==> config.mk <==
export PLATFORM = sky130hd
export DESIGN_NAME = ecc_mem_top
export DESIGN_NICKNAME = d
export VERILOG_FILES = /design/src/source/ecc_pkg.sv /design/src/source/ecc_mem_top.sv /design/src/source/ecc_apb_regs.sv /design/src/source/ecc_mem_array.sv /design/src/source/ecc_64_cal.sv
export SDC_FILE = /design/constraint.sdc
export NUM_CORES = 2
export LEC_CHECK = 0
export BUFFER_PORTS_ARGS = -buffer_cell sky130_fd_sc_hd__buf_2
export CAP_MARGIN = 40
export CORE_MARGIN = 8
export CORE_UTILIZATION = 55
export DETAILED_ROUTE_END_ITERATION = 10
export PLACE_DENSITY = 0.74
export SLEW_MARGIN = 30
export SYNTH_ARGS = -nofsm -noshare
export SYNTH_HDL_FRONTEND = slang
export SYNTH_SLANG_ARGS = --single-unit
==> constraint.sdc <==
create_clock -name clk -period 16.4 [get_ports clk]
set_input_delay 1.64 -clock clk [delete_from_list [all_inputs] [get_ports clk]]
set_output_delay 1.64 -clock clk [all_outputs]
set_load 0.02 [all_outputs]
==> src/source/ecc_pkg.sv <==
package ecc_pkg;

    //////////////////////////////////////////////////
    // widths
    localparam int DATA_W    = 64;   // data bits per word
    localparam int PARITY_W  = 8;    // check bits per word
    localparam int MEM_DEPTH = 16;
    localparam int ADDR_W    = 4;    // word index
    localparam int APB_AW    = 8;
    localparam int APB_DW    = 32;

    //////////////////////////////////////////////////
    // register map, byte offsets
    localparam logic [APB_AW-1:0] REG_ADDR     = 8'h00;
    localparam logic [APB_AW-1:0] REG_WDATA_LO = 8'h04;
    localparam logic [APB_AW-1:0] REG_WDATA_HI = 8'h08;  // write commits the word
    localparam logic [APB_AW-1:0] REG_RDATA_LO = 8'h0C;  // read fetches and checks
    localparam logic [APB_AW-1:0] REG_RDATA_HI = 8'h10;
    localparam logic [APB_AW-1:0] REG_CTRL     = 8'h14;
    localparam logic [APB_AW-1:0] REG_INJ_LO   = 8'h18;
    localparam logic [APB_AW-1:0] REG_INJ_HI   = 8'h1C;
    localparam logic [APB_AW-1:0] REG_STATUS   = 8'h20;

    // check matrix rows, bit i of row j set when data bit i feeds check bit j
    localparam logic [PARITY_W-1:0][DATA_W-1:0] ECC_H = {
        64'h972C_D2D3_2DA6_5CB7,  // p7
        64'hFE00_0000_0000_0000,  // p6
        64'h01FF_FFFF_FC00_0000,  // p5
        64'h01FF_FE00_03FF_F800,  // p4
        64'h01FE_01FE_03FC_07F0,  // p3
        64'hF1E1_E1E1_E3C3_C78E,  // p2
        64'hCD99_9999_9B33_366D,  // p1
        64'hAB55_5555_56AA_AD5B   // p0
    };

    //////////////////////////////////////////////////
    typedef struct packed {
        logic [APB_AW-1:0] paddr;
        logic              psel;
        logic              penable;
        logic              pwrite;
        logic [APB_DW-1:0] pwdata;
    } apb_req_t;

    typedef struct packed {
        logic [APB_DW-1:0] prdata;
        logic              pready;
        logic              pslverr;
    } apb_rsp_t;

    typedef struct packed {
        logic [PARITY_W-1:0] parity;
        logic [DATA_W-1:0]   data;
    } ecc_word_t;

    typedef struct packed {
        logic              we;
        logic              re;
        logic [ADDR_W-1:0] addr;
        ecc_word_t         wword;
        logic [DATA_W-1:0] inj;    // data bits to flip on store
    } mem_req_t;

    typedef struct packed {
        logic [DATA_W-1:0] data;
        logic              sbit_err;
        logic              dbit_err;
    } ecc_result_t;

    function automatic logic [PARITY_W-1:0] ecc_encode(input logic [DATA_W-1:0] d);
        logic [PARITY_W-1:0] p;
        for (int j = 0; j < PARITY_W; j++) begin
            p[j] = ^(d & ECC_H[j]);
        end
        return p;
    endfunction

endpackage
==> src/source/ecc_mem_top.sv <==
`timescale 1ns/1ps

module ecc_mem_top import ecc_pkg::*; (
    input  logic     clk,
    input  logic     rst_n,
    input  apb_req_t apb_req,
    output apb_rsp_t apb_rsp
);

mem_req_t    mem_req;
ecc_word_t   rword;    // stored codeword, one cycle after re
ecc_result_t result;
logic        bypass;

//////////////////////////////////////////////////
// register block

ecc_apb_regs i_regs (
    .clk     (clk),
    .rst_n   (rst_n),
    .apb_req (apb_req),
    .apb_rsp (apb_rsp),
    .mem_req (mem_req),
    .result  (result),
    .bypass  (bypass)
);

//////////////////////////////////////////////////
// storage and check

ecc_mem_array i_mem (
    .clk   (clk),
    .rst_n (rst_n),
    .req   (mem_req),
    .rword (rword)
);

ecc_64_cal i_cal (
    .data_in   (rword.data),
    .parity_in (rword.parity),
    .bypass    (bypass),
    .result    (result)
);

endmodule

==> src/source/ecc_apb_regs.sv <==
`timescale 1ns/1ps

module ecc_apb_regs import ecc_pkg::*; (
    input  logic        clk,
    input  logic        rst_n,
    input  apb_req_t    apb_req,
    output apb_rsp_t    apb_rsp,
    output mem_req_t    mem_req,
    input  ecc_result_t result,
    output logic        bypass
);

logic              access;
logic              rdlo_rd;     // read of REG_RDATA_LO
logic              rd_wait;     // second access cycle of that read
logic              wr_done;
logic              rd_done;
logic              mapped;
logic [APB_DW-1:0] rd_mux;
logic [APB_DW-1:0] status;
logic [DATA_W-1:0] commit_data;

logic [ADDR_W-1:0] addr_q;
logic [APB_DW-1:0] wdata_lo;
logic [APB_DW-1:0] wdata_hi;
logic [APB_DW-1:0] rdata_hi;
logic [DATA_W-1:0] inj_q;
logic              sbit_flag;
logic              dbit_flag;
logic [7:0]        sbit_cnt;
logic [7:0]        dbit_cnt;

function automatic logic [7:0] sat_inc(input logic [7:0] cnt, input logic hit);
    if (hit && cnt != 8'hFF) begin
        return cnt + 8'd1;
    end
    return cnt;
endfunction

//////////////////////////////////////////////////
// handshake

assign access  = apb_req.psel & apb_req.penable;
assign rdlo_rd = ~apb_req.pwrite & (apb_req.paddr == REG_RDATA_LO);
assign wr_done = apb_rsp.pready & apb_req.pwrite;
assign rd_done = apb_rsp.pready & rdlo_rd;

always_comb begin
    apb_rsp.prdata  = rd_mux;
    apb_rsp.pready  = access & (~rdlo_rd | rd_wait);  // one wait state for data reads
    apb_rsp.pslverr = apb_rsp.pready & ~mapped;
end

always_ff @(posedge clk or negedge rst_n) begin
    if (!rst_n) begin
        rd_wait <= 1'b0;
    end else begin
        rd_wait <= mem_req.re;
    end
end

//////////////////////////////////////////////////
// memory request

assign commit_data = {apb_req.pwdata, wdata_lo};

always_comb begin
    mem_req.we           = access & apb_req.pwrite & (apb_req.paddr == REG_WDATA_HI);
    mem_req.re           = access & rdlo_rd & ~rd_wait;
    mem_req.addr         = addr_q;
    mem_req.wword.data   = commit_data;
    mem_req.wword.parity = ecc_encode(commit_data);
    mem_req.inj          = inj_q;
end

//////////////////////////////////////////////////
// decode and read mux

assign status = {8'h00, dbit_cnt, sbit_cnt, 6'b0, dbit_flag, sbit_flag};

always_comb begin
    mapped = 1'b1;
    case (apb_req.paddr)
        REG_ADDR:     rd_mux = APB_DW'(addr_q);
        REG_WDATA_LO: rd_mux = wdata_lo;
        REG_WDATA_HI: rd_mux = wdata_hi;
        REG_RDATA_LO: rd_mux = result.data[APB_DW-1:0];  // checked word, second cycle
        REG_RDATA_HI: rd_mux = rdata_hi;
        REG_CTRL:     rd_mux = APB_DW'(bypass);
        REG_INJ_LO:   rd_mux = inj_q[APB_DW-1:0];
        REG_INJ_HI:   rd_mux = inj_q[DATA_W-1:APB_DW];
        REG_STATUS:   rd_mux = status;
        default: begin
            rd_mux = '0;
            mapped = 1'b0;
        end
    endcase
end

//////////////////////////////////////////////////
// control registers

always_ff @(posedge clk or negedge rst_n) begin
    if (!rst_n) begin
        addr_q   <= '0;
        wdata_lo <= '0;
        wdata_hi <= '0;
        inj_q    <= '0;
        bypass   <= 1'b0;
    end else if (wr_done) begin
        case (apb_req.paddr)
            REG_ADDR:     addr_q <= apb_req.pwdata[ADDR_W-1:0];
            REG_WDATA_LO: wdata_lo <= apb_req.pwdata;
            REG_WDATA_HI: begin
                wdata_hi <= apb_req.pwdata;
                inj_q    <= '0;              // mask used up by this commit
            end
            REG_CTRL:     bypass <= apb_req.pwdata[0];
            REG_INJ_LO:   inj_q[APB_DW-1:0] <= apb_req.pwdata;
            REG_INJ_HI:   inj_q[DATA_W-1:APB_DW] <= apb_req.pwdata;
            default: ;
        endcase
    end
end

//////////////////////////////////////////////////
// read latch and status

always_ff @(posedge clk or negedge rst_n) begin
    if (!rst_n) begin
        rdata_hi  <= '0;
        sbit_flag <= 1'b0;
        dbit_flag <= 1'b0;
        sbit_cnt  <= '0;
        dbit_cnt  <= '0;
    end else if (wr_done && apb_req.paddr == REG_STATUS) begin
        sbit_flag <= 1'b0;   // any value clears
        dbit_flag <= 1'b0;
        sbit_cnt  <= '0;
        dbit_cnt  <= '0;
    end else if (rd_done) begin
        rdata_hi  <= result.data[DATA_W-1:APB_DW];
        sbit_flag <= result.sbit_err;
        dbit_flag <= result.dbit_err;
        sbit_cnt  <= sat_inc(sbit_cnt, result.sbit_err);
        dbit_cnt  <= sat_inc(dbit_cnt, result.dbit_err);
    end
end

endmodule

==> src/source/ecc_mem_array.sv <==
`timescale 1ns/1ps

module ecc_mem_array import ecc_pkg::*; (
    input  logic      clk,
    input  logic      rst_n,
    input  mem_req_t  req,
    output ecc_word_t rword
);

ecc_word_t mem [MEM_DEPTH];
ecc_word_t store_word;

//////////////////////////////////////////////////
// write port

// injected bits land in the stored data, check bits stay as encoded
always_comb begin
    store_word.parity = req.wword.parity;
    store_word.data   = req.wword.data ^ req.inj;
end

always_ff @(posedge clk) begin
    if (req.we) begin
        mem[req.addr] <= store_word;
    end
end

//////////////////////////////////////////////////
// read port

always_ff @(posedge clk or negedge rst_n) begin
    if (!rst_n) begin
        rword <= '0;
    end else if (req.re) begin
        rword <= mem[req.addr];  // valid the cycle after re
    end
end

endmodule

==> src/source/ecc_64_cal.sv <==
`timescale 1ns/1ps

module ecc_64_cal import ecc_pkg::*; (
    input  logic [DATA_W-1:0]   data_in,
    input  logic [PARITY_W-1:0] parity_in,
    input  logic                bypass,
    output ecc_result_t         result
);

logic [PARITY_W-1:0] parity_calc;
logic [PARITY_W-1:0] syndrome;
logic [DATA_W-1:0]   mask;        // one-hot correction
logic                no_err;
logic                hit_data;
logic                hit_check;

assign parity_calc = ecc_encode(data_in);
assign syndrome    = parity_in ^ parity_calc;

//////////////////////////////////////////////////
// syndrome decode

// a flip on data bit i leaves column i of the check matrix as syndrome
for (genvar i = 0; i < DATA_W; i++) begin : g_col
    logic [PARITY_W-1:0] col;

    for (genvar j = 0; j < PARITY_W; j++) begin : g_row
        assign col[j] = ECC_H[j][i];
    end

    assign mask[i] = (syndrome == col);
end

assign no_err    = (syndrome == '0);
assign hit_data  = |mask;
assign hit_check = $onehot(syndrome);  // check bit flipped, data intact

//////////////////////////////////////////////////
// result

always_comb begin
    if (bypass) begin
        result.data     = data_in;      // raw word
        result.sbit_err = 1'b0;
        result.dbit_err = 1'b0;
    end else begin
        result.data     = data_in ^ mask;
        result.sbit_err = hit_data | hit_check;
        // no matching column and not a lone check bit
        result.dbit_err = ~no_err & ~hit_data & ~hit_check;
    end
end

endmodule

== After elaboration in Yosys (flattened, before gate mapping) ==
Memories as Yosys holds them, arrays and structs flattened. A register that Yosys moved wholly into a read port is not among the register bits.
Index checks and enable logic that the tools add are counted.

* Multiplexer cells: 25
* $add $sub $neg: 9
* Eq/ne operators: 75
* Bitwise logic cells: 25
* Reduce and logical (&&, ||, !) cells: 38

{| class="wikitable"
|+ Operators with widths
! kind !! count
|-
| $reduce_xor 64->1 || 16
|-
| $pmux 32 s9 || 1
|-
| $eq 8x8->1 const B || 35
|-
| $eq 8x6->1 const B || 16
|-
| $pmux 32 s2 || 2
|-
| $xor 64x64->64 || 2
|-
| $eq 8x5->1 const B || 11
|-
| $mux 66 || 1
|-
| $mux 8 || 8
|-
| $reduce_or 64->1 || 1
|-
| $eq 8x4->1 const B || 5
|-
| $eq 8x7->1 const B || 3
|-
| $reduce_and 2->1 || 9
|-
| $add 8x1->8 const B || 2
|-
| $eq 8x3->1 const B || 2
|-
| $logic_not 8->1 || 2
|-
| $ne 8x8->1 const B || 2
|-
| $mux 1 || 13
|-
| $add 4x4->4 || 3
|-
| $and 1x1->1 || 12
|-
| $reduce_bool 2->1 || 5
|-
| $reduce_or 9->1 || 1
|-
| $add 1x1->2 || 4
|-
| $not 1->1 || 8
|-
| 5 further kinds || 8
|}

* Input port bits: 45
* Memory bits (writable): 1,152
* Bits in registers: 184
* Output and inout port bits: 34
* Memories kept: 1

{| class="wikitable"
|+ Memories
! memory !! words !! width !! read ports !! clocked after memory_dff !! wr ports !! line !! text
|-
| i_mem.mem || 16 || 72 || 1 || 1 || 1 || ecc_mem_array.sv:10 || <nowiki>ecc_word_t mem [MEM_DEPTH];</nowiki>
|}

== Logic depth before layout (Yosys ltp) ==
* Word-level depth: 16
* Mapped depth: 25

== Hierarchy ==
A second synthesis with hierarchy kept.

* Cells, all modules: 4,019
* Area total of the unflattened synthesis: 60,935.9 µm²

{| class="wikitable"
|+ By module, submodules not included
! module !! seq. area each (µm²) !! times used !! area each (µm²) !! cells an instance
|-
| ecc_mem_array || 36,394.9 || 1 || 47,090.2 || 2,514
|-
| ecc_apb_regs || 4,604.4 || 1 || 10,502.6 || 1,092
|-
| ecc_64_cal || 0.0 || 1 || 3,343.2 || 413
|}

== Least setup slack after synthesis ==
Ideal clock, no wire load.

* Kind: in2reg
* Start point: input apb_req[40] (netlist bit)
* End point: memory i_mem.mem[8][0] (netlist bit) (enable)
* Data arrival time: 7,757 ps
* Stages on the path: 5
* Setup slack: 8,053 ps
* Cell sequence: nor3_1 -> nand2b_1 -> nor3_1 -> nand3b_1 -> nor3_1

* Cells in the longest elaborated chain, start to end: 4

{| class="wikitable"
|+ Ends and longest elaborated chain
! what !! line !! text
|-
| start, declared || ecc_mem_top.sv:6 || <nowiki>input apb_req_t apb_req,</nowiki>
|-
| $eq 8x4->1 || ecc_apb_regs.sv:68 || <nowiki>mem_req.we = access & apb_req.pwrite & (apb_req.paddr == REG_WDATA_HI);</nowiki>
|-
| $and 1x1->1 || ecc_apb_regs.sv:68 ||
|-
| $mux 1 || ecc_mem_array.sv:23 || <nowiki>if (req.we) begin</nowiki>
|-
| $mux 1 (not written as such) || ecc_mem_array.sv:24 || <nowiki>mem[req.addr] <= store_word;</nowiki>
|-
| end, declared || ecc_mem_array.sv:10 ||
|}

Every way passes these cells.

==> results.md <==
* Weighted congestion at the end of routability-driven global placement at 0.966
* Synth Cell Area at 0.0589 mm^2
* Largest net degree at the start of global routing at 115
* Unique cell type count in the Yosys netlist at 62
* Number of max-slew violations in the final report at 0
* Initial detailed-routing violation count at 4747
* Detailed-router iteration count before antenna repair at 9
* Number of synthesized register bits at 1408
* Clk pin slew, worst setup/hold paths at 0.06 ns
* Combined buffer and inverter count along the critical path at 2
* Worst ir drop on vdd at 0.000102 V
* Worst EP arrival at 5.74 ns
* Synth top cells by count: edfxtp_1 (1152), mux4_2 (360), dfrtp_1 (256), xnor2_1 (256), nand2_1 (244)
* Post-route DRC at 0
* Final antenna-violating net count at 0
* Power density over the cells at 117 mW/mm^2
* Routed vias/inst at 6.62
* Top post-synthesis cells by area: edfxtp_1 (59%), mux4_2 (14%), dfrtp_1 (11%), xnor2_1 (3.8%), mux2_2 (2.1%)
* Initial standard-cell utilization of the core at 55.3%
* Unrepaired setup endpoints after global routing: false
* Worst-Margin Slew at 0.932 ns
* Overall die height at 343 um
* DP HPWL at 100 mm
* Vias post-DR at 32314
* Cell at the root of the clock tree: clkbuf_16
* Max-cap viol count at 0
* Relative slew slack at 37.9%
* Port Buffer Count at 78
* Average cell area after synthesis at 18.4 um^2
* Number of gates resized after CTS at 0
* Number of placement rows at 120
* Hold_ws at 0.482 ns
* Count of H-tree levels built during CTS at 4
* Leakage power at 23.3 nW
* Family with the most delay on the worst path: XOR/XNOR gates
* Cts-stage hold buffer count at 0
* Share of cells above drive strength 1 at 27.2%
* Worst setup slack for register-to-register paths at 9.67 ns
* Mapped Cells at 3208
* Worst-case clock skew at 0.0275 ns
* # Post-CTS Setup Buffers at 0
* Post-layout util at 62.3%
* Clock insertion delay at the later pin of the skew report at 0.77 ns
* Leading cell type by number of instances after synthesis: edfxtp_1
* Area share of the largest cell type after synthesis at 58.7%
* Post-synthesis to final-layout area growth at 12.8%
* Area of the placeable core at 0.107 mm^2
* Yosys warns at 0
* Minimum clock period at 7.38 ns
* CP max stage cell: xnor2_1
* Sequential area share after synthesis at 69.6%
* Outcome: finished clean
* Max Clk Rate at 135 MHz
* CP cell instances: xnor2_1 > xnor3_1 > xnor3_1 > xnor2_1 > inv_1 > ha_1 > nand2_1 > or2_2 > or3_1 > nand3_1 > o21ai_0 > o21ai_0 > a221o_1 > buf_2
* Startpoint-to-endpoint class of the critical path: reg2out
* Die span in x at 343 um
* Final-stage net count at 3420
* Share of the cycle needed by the critical path after routing at 45.0%
* Post-Synthesis Net Count at 3274
* Fraction of registers with async set or reset after synthesis at 18.2%
* Final setup viols at 0
* Kind of end point of the critical path: primary output
* Top_reg_cell synth: edfxtp_1
* Die area at 0.118 mm^2
* Startpoint types: register
* Count of flip-flops with a built-in enable after synthesis at 1152
* Clock tree from TritonCTS: built
* Aggregate routed wire length at 164 mm
* Critical Path RT at 14.76 ns
* Number of global-route vias before repair at 32210
* Io pins at 79
* Total congestion overflow at 0
* CTS buffer count at 141
* Library cell occupying the most area in the post-synthesis netlist: edfxtp_1
* Type of the most critical hold path: reg2reg
* Setup TNS Final at 0 ns
* Maximum clock insertion buffer count at 3
* Antenna violations before repair at 18
* Global-route wire length before repair at 235 mm
* CTS sink count at 1408
* Final-report hold violation count at 0
* Largest driver fanout on the critical path at 10
* Worst stage delay on the critical path at 0.63 ns
* Average routed wire per standard cell at 33.6 um
* Gr usage total at 27.9%
-- placed cells by master, fill, tap and decap left out, drive strengths merged, types with 27 or more instances in the layout --
cell type  count
clkbuf       195
clkinv        39
buf          193
xnor2        256
dfrtp        256
o211ai        27
a222oi        47
nand2        245
xor2         109
a22o          33
mux4         360
mux2         109
inv           30
nand3         67
o21ai         72
nor2          92
edfxtp      1152
-- power by group --
group | switching (mW) | internal (mW)
clock | 1.35 | 1.80
sequential | 0.0147 | 3.95
combinational | 0.466 | 0.222
total | 1.83 | 5.98
-- kinds of logic after synthesis --
logic type / Yosys count / share of synthesized area (%)
xor+xnor: 384 / 6.16
compound gates: 239 / 3.02
flops: 1408 / 69.6
fa+ha+maj: 21 / 0.497
mux: 472 / 15.9
simple gates: 472 / 3.46
buf+inv: 212 / 1.38
-- path summary, 6_finish.rpt --
check / startpoint / to / cells past startpoint
max reg2reg: i_mem.rword[44] / i_regs.dbit_cnt[5] / 20
min: i_regs.wdata_hi[8] / i_regs.wdata_hi[8] / 2
min reg2reg: i_regs.wdata_hi[8] / i_regs.wdata_hi[8] / 2
max in group asynchronous: rst_n / i_regs.addr_q[0] / 4
max: i_mem.rword[44] / apb_rsp[20] / 14
min in group asynchronous: rst_n / i_regs.inj_q[44] / 1
-- sequential cells by signal, indices dropped and copies added, names as in the netlist --
signal / count
i_regs.sbit_cnt: 8
i_regs.rdata_hi: 32
i_regs.bypass: 1
i_mem.mem: 1152
i_regs.dbit_cnt: 8
i_mem.rword: 72
i_regs.dbit_flag: 1
i_regs.rd_wait: 1
i_regs.wdata_lo: 32
i_regs.inj_q: 64
i_regs.wdata_hi: 32
i_regs.sbit_flag: 1
i_regs.addr_q: 4
-- worst reg2reg max path: stages, from the launching register on --
cell	delay, ns
dfrtp_1	0.48
xnor2_1	0.64
xnor3_1	0.59
xnor3_1	0.57
xor2_1	0.28
ha_1	0.30
fa_1	0.47
fa_1	0.56
inv_1	0.04
ha_1	0.19
fa_1	0.53
or4b_2	0.11
o221ai_1	0.10
nor2_1	0.15
nand4_1	0.10
a21oi_1	0.14
nand3_1	0.14
a211oi_2	0.28
nand3_2	0.26
or4_1	0.57
a21oi_1	0.15
-- per-layer routing --
metal  wire length, um  GRT usage, %
met1             62900          39.2
met2             78100          43.7
met3             17300          6.15
met4              5760          9.87
met5                13             0
-- final cells by class --
cell class	instances	area [um^2]
sequential	1408	41000
antenna	7	17.5
multi-input combinational	1588	17600
clock buffer	195	3860
timing repair buffer	193	1510
clock inverter	62	642
fill	7244	40100
tap	1403	1760
inverter	22	82.6
-- stage by stage --
| stage | cells | setup WS [ns] | power [mW] | cell area (um^2) |
|---|---|---|---|---|
| 5_1_grt | 4874 | 8.93 | 8.02 | 66500 |
| 2_1_floorplan | 3208 | 8.05 | 4.47 | 58900 |
| 6_report | 4878 | 9.02 | 7.80 | 66500 |
| 3_3_place_gp | 4567 | 9.77 | 4.70 | 61100 |
| 3_5_place_dp | 4602 | 9.75 | 4.72 | 61500 |
| 4_1_cts | 4859 | 9.15 | 7.83 | 66000 |
Power figures use the tool's default switching activity.
